===== config.mk =====
export PLATFORM = sky130hd
export DESIGN_NAME = island_periph_demux
export DESIGN_NICKNAME = d
export VERILOG_FILES = /design/src/hdl/island_pkg.sv /design/src/hdl/island_periph_demux.sv /design/src/hdl/island_soc_ctrl.sv /design/src/hdl/island_bootrom.sv
export SDC_FILE = /design/constraint.sdc
export NUM_CORES = 1
export LEC_CHECK = 0
export BUFFER_PORTS_ARGS = -buffer_cell sky130_fd_sc_hd__buf_2
export CAP_MARGIN = 20
export CORE_MARGIN = 3
export CORE_UTILIZATION = 45
export DETAILED_ROUTE_END_ITERATION = 6
export GPL_ROUTABILITY_DRIVEN = 0
export PLACE_DENSITY = 0.76
export SYNTH_ARGS = -nofsm -noshare
export SYNTH_HDL_FRONTEND = slang
export SYNTH_HIERARCHICAL = 1
export SYNTH_SLANG_ARGS = --single-unit

===== constraint.sdc =====
create_clock -name clk_i -period 1.5 [get_ports clk_i]
set_input_delay 0.3 -clock clk_i [delete_from_list [all_inputs] [get_ports clk_i]]
set_output_delay 0.3 -clock clk_i [all_outputs]
set_load 0.05 [all_outputs]

===== src/hdl/island_bootrom.hex =====
// One 32-bit boot ROM word per line, word 0 first
00000093
00000113
002001b7
0001a203
00100293
0051a223
000012b7
0002a303
00030463
0000006f
00430313
0061a023
10500073
ffdff06f
badcab1e
00008067


===== src/hdl/island_pkg.sv =====
// Island bus types, address map, boot modes and the address decode functions
package island_pkg;

  // -------------------------------------------------------------------
  // Bus geometry
  // -------------------------------------------------------------------
  localparam int unsigned AddrWidth   = 32;
  localparam int unsigned DataWidth   = 32;
  localparam int unsigned BeWidth     = DataWidth / 8;
  localparam int unsigned ByteOffBits = $clog2(BeWidth);

  localparam int unsigned NumMasters = 2;
  localparam int unsigned NumTargets = 3;
  localparam int unsigned TgtIdxBits = $clog2(NumTargets);

  // Crossbar target indices, banks follow each other
  localparam int unsigned TgtPeriph = 0;
  localparam int unsigned TgtBank0  = 1;
  localparam int unsigned NumBanks  = 2;

  localparam int unsigned BankNumBytes = 4096;
  localparam int unsigned BankAddrBits = $clog2(BankNumBytes / BeWidth);

  // -------------------------------------------------------------------
  // Address map
  // -------------------------------------------------------------------
  localparam logic [AddrWidth-1:0] IslandBase    = 32'h0000_0000;
  localparam logic [AddrWidth-1:0] PeriphBase    = 32'h0020_0000;
  localparam logic [AddrWidth-1:0] SocCtrlOffset = 32'h0000_0000;
  localparam logic [AddrWidth-1:0] SocCtrlRange  = 32'h0000_1000;
  localparam logic [AddrWidth-1:0] BootRomOffset = 32'h0000_1000;
  localparam logic [AddrWidth-1:0] BootRomRange  = 32'h0000_1000;

  localparam int unsigned RomNumWords = 16;
  localparam int unsigned RomAddrBits = $clog2(RomNumWords);
  localparam string       BootRomFile = "/design/src/hdl/island_bootrom.hex";

  localparam logic [DataWidth-1:0] ErrorRdata = 32'hBADC_AB1E;

  // SoC control register offsets
  localparam logic [AddrWidth-1:0] RegBootAddr = 32'h0;
  localparam logic [AddrWidth-1:0] RegFetchEn  = 32'h4;
  localparam logic [AddrWidth-1:0] RegBootMode = 32'h8;

  localparam logic [AddrWidth-1:0] BootAddrDefault = PeriphBase + BootRomOffset;

  typedef enum logic [1:0] {
    BOOT_JTAG = 2'd0,
    BOOT_SPI  = 2'd1,
    BOOT_UART = 2'd2
  } boot_mode_e;

  typedef enum logic [1:0] {
    PERIPH_ERROR    = 2'd0,
    PERIPH_SOC_CTRL = 2'd1,
    PERIPH_BOOTROM  = 2'd2
  } periph_sel_e;

  typedef logic [TgtIdxBits-1:0] tgt_idx_t;

  typedef struct packed {
    logic                 we;
    logic [BeWidth-1:0]   be;
    logic [AddrWidth-1:0] addr;
    logic [DataWidth-1:0] wdata;
  } bus_req_t;

  typedef struct packed {
    logic [DataWidth-1:0] rdata;
    logic                 err;
  } bus_rsp_t;

  // Anything outside the banks falls to the peripheral path
  function automatic tgt_idx_t decode_target(input logic [AddrWidth-1:0] addr);
    logic [AddrWidth-1:0] off;
    off = addr - IslandBase;
    if (off < NumBanks * BankNumBytes) begin
      return tgt_idx_t'(TgtBank0 + off / BankNumBytes);
    end
    return tgt_idx_t'(TgtPeriph);
  endfunction

  function automatic periph_sel_e decode_periph(input logic [AddrWidth-1:0] addr);
    logic [AddrWidth-1:0] off;
    off = addr - PeriphBase;
    if ((off - SocCtrlOffset) < SocCtrlRange) begin
      return PERIPH_SOC_CTRL;
    end
    if ((off - BootRomOffset) < BootRomRange) begin
      return PERIPH_BOOTROM;
    end
    return PERIPH_ERROR;
  endfunction

endpackage

===== src/hdl/island_periph_demux.sv =====
// Peripheral region demux with soc ctrl, boot ROM and the error target
`timescale 1ns/100ps

module island_periph_demux import island_pkg::*; (
  input  logic                 clk_i,
  input  logic                 rst_ni,
  input  logic                 req_i,
  input  bus_req_t             data_i,
  output logic                 gnt_o,
  output logic                 rvalid_o,
  output bus_rsp_t             rsp_o,
  output logic                 fetch_enable_o,
  output logic [AddrWidth-1:0] boot_addr_o,
  input  boot_mode_e           bootmode_i
);

  periph_sel_e sel;
  periph_sel_e sel_q;
  logic        soc_req;
  logic        rom_req;
  logic        soc_rvalid;
  logic        rom_rvalid;
  logic        err_rvalid_q;
  bus_rsp_t    soc_rsp;
  bus_rsp_t    rom_rsp;

  assign sel     = decode_periph(data_i.addr);
  assign soc_req = req_i && (sel == PERIPH_SOC_CTRL);
  assign rom_req = req_i && (sel == PERIPH_BOOTROM);

  // Every peripheral accepts at once
  assign gnt_o = req_i;

  always_ff @(posedge clk_i or negedge rst_ni) begin
    if (!rst_ni) begin
      sel_q        <= PERIPH_ERROR;
      err_rvalid_q <= 1'b0;
    end else begin
      err_rvalid_q <= req_i && (sel == PERIPH_ERROR);
      if (req_i) begin
        sel_q <= sel;
      end
    end
  end

  island_soc_ctrl i_soc_ctrl (
    .clk_i,
    .rst_ni,
    .req_i          ( soc_req        ),
    .data_i         ( data_i         ),
    .rvalid_o       ( soc_rvalid     ),
    .rsp_o          ( soc_rsp        ),
    .bootmode_i     ( bootmode_i     ),
    .fetch_enable_o ( fetch_enable_o ),
    .boot_addr_o    ( boot_addr_o    )
  );

  island_bootrom i_bootrom (
    .clk_i,
    .rst_ni,
    .req_i    ( rom_req    ),
    .data_i   ( data_i     ),
    .rvalid_o ( rom_rvalid ),
    .rsp_o    ( rom_rsp    )
  );

  assign rvalid_o = soc_rvalid | rom_rvalid | err_rvalid_q;

  always_comb begin
    case (sel_q)
      PERIPH_SOC_CTRL: rsp_o = soc_rsp;
      PERIPH_BOOTROM:  rsp_o = rom_rsp;
      default:         rsp_o = '{rdata: ErrorRdata, err: 1'b1};
    endcase
  end

  // Response timing holds across the soc ctrl and ROM paths
  a_rsp_after_req : assert property (@(posedge clk_i) disable iff (!rst_ni)
    (req_i |=> rvalid_o) and (rvalid_o |-> $past(req_i)))
    else $error("peripheral response not one cycle after request");

endmodule


===== src/hdl/island_soc_ctrl.sv =====
// SoC control registers holding boot address, fetch enable and boot mode
`timescale 1ns/100ps

module island_soc_ctrl import island_pkg::*; (
  input  logic                 clk_i,
  input  logic                 rst_ni,
  input  logic                 req_i,
  input  bus_req_t             data_i,
  output logic                 rvalid_o,
  output bus_rsp_t             rsp_o,
  input  boot_mode_e           bootmode_i,
  output logic                 fetch_enable_o,
  output logic [AddrWidth-1:0] boot_addr_o
);

  logic                 first_cycle_q;
  logic [AddrWidth-1:0] boot_addr_q;
  logic                 fetch_en_q;
  boot_mode_e           boot_mode_q;
  logic                 rvalid_q;
  logic [DataWidth-1:0] rdata_q;
  logic [DataWidth-1:0] rdata_d;
  logic [AddrWidth-1:0] reg_off;

  assign reg_off = data_i.addr - (PeriphBase + SocCtrlOffset);

  // -------------------------------------------------------------------
  // Register write and hardware capture
  // -------------------------------------------------------------------
  always_ff @(posedge clk_i or negedge rst_ni) begin
    if (!rst_ni) begin
      first_cycle_q <= 1'b1;
      boot_addr_q   <= BootAddrDefault;
      fetch_en_q    <= 1'b0;
      boot_mode_q   <= BOOT_JTAG;
      rvalid_q      <= 1'b0;
    end else begin
      first_cycle_q <= 1'b0;
      rvalid_q      <= req_i;
      if (first_cycle_q) begin
        // Boot straight away when debug is the boot source
        boot_mode_q <= bootmode_i;
        fetch_en_q  <= (bootmode_i == BOOT_JTAG);
      end else if (req_i && data_i.we) begin
        case (reg_off)
          RegBootAddr: begin
            for (int b = 0; b < BeWidth; b++) begin
              if (data_i.be[b]) begin
                boot_addr_q[8*b +: 8] <= data_i.wdata[8*b +: 8];
              end
            end
          end
          RegFetchEn: begin
            if (data_i.be[0]) begin
              fetch_en_q <= data_i.wdata[0];
            end
          end
          default: ;
        endcase
      end
    end
  end

  // Read mux, boot mode is read only
  always_comb begin
    case (reg_off)
      RegBootAddr: rdata_d = boot_addr_q;
      RegFetchEn:  rdata_d = DataWidth'(fetch_en_q);
      RegBootMode: rdata_d = DataWidth'(boot_mode_q);
      default:     rdata_d = '0;
    endcase
  end

  always_ff @(posedge clk_i) begin
    if (req_i) begin
      rdata_q <= rdata_d;
    end
  end

  assign rvalid_o       = rvalid_q;
  assign rsp_o          = '{rdata: rdata_q, err: 1'b0};
  assign fetch_enable_o = fetch_en_q;
  assign boot_addr_o    = boot_addr_q;

endmodule


===== src/hdl/island_bootrom.sv =====
// Boot code ROM loaded from a hex file, writes answer with an error
`timescale 1ns/100ps

module island_bootrom import island_pkg::*; (
  input  logic     clk_i,
  input  logic     rst_ni,
  input  logic     req_i,
  input  bus_req_t data_i,
  output logic     rvalid_o,
  output bus_rsp_t rsp_o
);

  logic [DataWidth-1:0]   rom [RomNumWords];
  logic [DataWidth-1:0]   rdata_q;
  logic                   err_q;
  logic                   rvalid_q;
  logic [RomAddrBits-1:0] word_idx;

  initial begin
    $readmemh(BootRomFile, rom);
  end

  // Contents repeat through the whole ROM range
  assign word_idx = data_i.addr[ByteOffBits +: RomAddrBits];

  always_ff @(posedge clk_i) begin
    if (req_i) begin
      rdata_q <= rom[word_idx];
      err_q   <= data_i.we;
    end
  end

  always_ff @(posedge clk_i or negedge rst_ni) begin
    if (!rst_ni) begin
      rvalid_q <= 1'b0;
    end else begin
      rvalid_q <= req_i;
    end
  end

  assign rvalid_o = rvalid_q;
  assign rsp_o    = '{rdata: rdata_q, err: err_q};

endmodule


==> results.yml <==
synth:
  syn_inst: 328
  synthArstFlopShare_pct: 55.4
  yosys_warnings: 6
  ys_top_cells_by_area: "edfxtp_1, dfrtp_1, mux2_2"
  synth_most_common_cell: "dfrtp_1"
  synth_top_area_share_pct: 25.2
  synth_area_per_cell_um2: 12.0
  synthFlopType: "dfrtp_1"
  synthesis.area_um2: 3940
  synth-seq-area-share_pct: 51.4
  synth_cell_type_count: 43
  yosysTopAreaCell: "edfxtp_1"
  synth_edf_count: 33
  synth_common_cells: "dfrtp_1, buf_4, mux2_2, edfxtp_1, and2_1"
  ys_ff_latch: 74
sta:
  finalMaxSlewViolations: 0
  finalSetupViolations: 133
  setup_ws_ns: -0.838
  final.period_utilization_pct: 156
  hold_violations: 0
  fin_crit_ns: 2.34
  fmaxAchievable_mhz: 428
  clock_skew_ns: 0.00734
  rsz0062_at_grt: "yes"
die:
  initial_core_util_pct: 47.2
  rows: 33
  top_level_ports: 142
  dieArea_um2: 9900
  die_w_um: 99.5
  fp.dieH_um: 99.5
  coreArea_um2: 8340
worst_setup_path:
  cp.arrival_ns: 2.55
  critical_path.startpoint_type: "input pin"
  cp_num_buf_inv: 3
  crit_type: "in2reg"
  critPathSlowestCell: "nor4_4"
  worst_ep_required_time_ns: 1.72
  end_kind: "flop"
  cp_top_family: "simple AND/OR/NAND/NOR gates"
  r2r_start: "i_soc_ctrl/first_cycle_q"
  crit_fanout: 6
  path_cells: "buf_12 > buf_12 > nor4_4 > nand2b_1 > xor2_2 > nand3b_4 > nor4_4 > nand2_2 > nor3_4 > nand4_2 > buf_6 > mux2_4"
  startpoint: "data_i[53]"
  critical_path.max_stage_delay_ns: 0.31
layout:
  multi_input_comb_area_um2: 2210
  fin_nets: 617
  drive_gt1_share_pct: 69.7
  syn_to_final_growth_pct: 65.3
  diodes: 0
  regArea_um2: 2020
  design_area_um2: 6500
  final_core_util_pct: 78.0
  fillCellCount: 491
detailed_routing:
  dr_total_vias: 3362
  routed_wl_mm: 11.3
  drtIter0Drc: 147
  wl_per_cell_um: 17.5
  viasPerCell: 5.18
  first_pass_iters: 5
  drc: 0
  ant_nets: 0
power_and_ir_drop:
  p_leak_nw: 2.94
  peakVddDrop_v: 0.000444
  p_total_mw: 4.07
  power_density_nw_per_um2: 625
place:
  numPortBuffers: 141
  hpwl_mm: 7.45
  dpl_cell_area_um2: 5420
grt:
  top_usage_layer: "met2"
  grt.overflow.total: 0
  met3_usage_pct: 5.40
  use_met2_pct: 39.9
  grt_pass1_wl_mm: 17.2
  grt_pass1_vias: 3463
  grt_max_degree: 42
  grtUsageMet1_pct: 25.3
  antenna_found_initial: 1
  grt_usage_pct: 22.2
flow_run:
  max_cap_viol_count: 0
clock_tree:
  clockBufferDepth: 2
  htree_levels: 3
  insertion_delay_ns: 0.33
  cts-root-buf: "clkbuf_8"
  numClockSinks: 74
  tritoncts: "done"
  path_clk_slew_ns: 0.07
  cts_buffers: 9
hold_path:
  hold_path.startpoint: "data_i[68]"
  min_path_type: "in2reg"
run_status:
  violations: "setup timing"
  status: "complete, but fails checks"
layout make-up:
cell class	instances	share of cell area [%]
inverter	10	1.08
timing repair buffer	219	28.8
tap	105	2.02
clock inverter	4	0.789
multi-input combinational	225	34.0
clock buffer	12	2.23
sequential	74	31.1
layout by cell type, fill, tap and decap left out, types with 14 or more instances in the layout:
master and count:
edfxtp_1 33, buf_4 47, mux2_2 31, buf_6 37
dfrtp_1 38, conb_1 34, buf_8 15, a22oi_2 14
buf_2 103, and2_4 20
state kept, by name, summed over array words and instances (netlist names):
signal and cells:
i_soc_ctrl/boot_addr_o 32, i_soc_ctrl/rdata_q 32, i_soc_ctrl/boot_mode_q 2, sel_q 2
err_rvalid_q 1, i_bootrom/err_q 1, i_bootrom/rvalid_o 1, i_soc_ctrl/fetch_enable_o 1
i_soc_ctrl/first_cycle_q 1, i_soc_ctrl/rvalid_o 1
report_power, final:
part	leakage, nW	switching (mW)	total, mW	internal (mW)
Sequential	0.784	0.00783	2.12	2.11
Combinational	2.06	0.217	0.431	0.214
Clock	0.0966	0.697	1.51	0.816
Total	2.94	0.921	4.07	3.14
worst paths after layout:
path | endpoint | slack (ns) | cells after the start
min in group asynchronous | i_soc_ctrl/boot_addr_o[10] | 0.47 | 3
worst min-delay path | i_bootrom/err_q | 0.19 | 1
worst max-delay path | i_soc_ctrl/boot_addr_o[2] | -0.84 | 12
worst min register to register | i_soc_ctrl/boot_mode_q[0] | 0.52 | 1
worst max register to register | i_soc_ctrl/boot_addr_o[2] | 0.01 | 4
max in group asynchronous | i_soc_ctrl/boot_addr_o[21] | 0.77 | 3
routing by layer:
layer,vias up,share of wire [%]
met4,2,2.7
met2,110,54
met5,-,0.062
met1,1661,38
met3,27,5.1
li1,1562,-
what timing repair did:
action	in CTS	in global routing
pin swaps	32	25
hold endpoints to repair	38	0
gates cloned	4	3
setup endpoints to repair	136	136
buffers inserted	14	10
gates resized for setup	124	39
hold buffers	1	0
per-stage QoR:
stage	setup WS, ns	setup TNS, ns	instances	hold WS (ns)
final	-0.838	-79.82	649	0.193
after global routing	-0.934	-90.77	649	0.180
after CTS	-0.799	-70.98	639	0.173
after detailed placement	-1.30	-111.19	606	0.291
after global placement	-1.20	-104.54	606	0.284
after floorplan	-2.12	-126.03	360	0.00441
cells by family (layout without fill, tap and decap cells):
logic type,count (synthesis),count (layout),share of synthesized area [%]
other cells,2,34,0.191
xor+xnor,5,5,1.11
simple gates,98,98,16.1
compound gates,47,47,10.4
buf+inv,61,245,9.16
fa+ha+maj,4,4,1.27
flops,74,74,51.4
mux,37,37,10.5
Power figures use the tool's default switching activity.
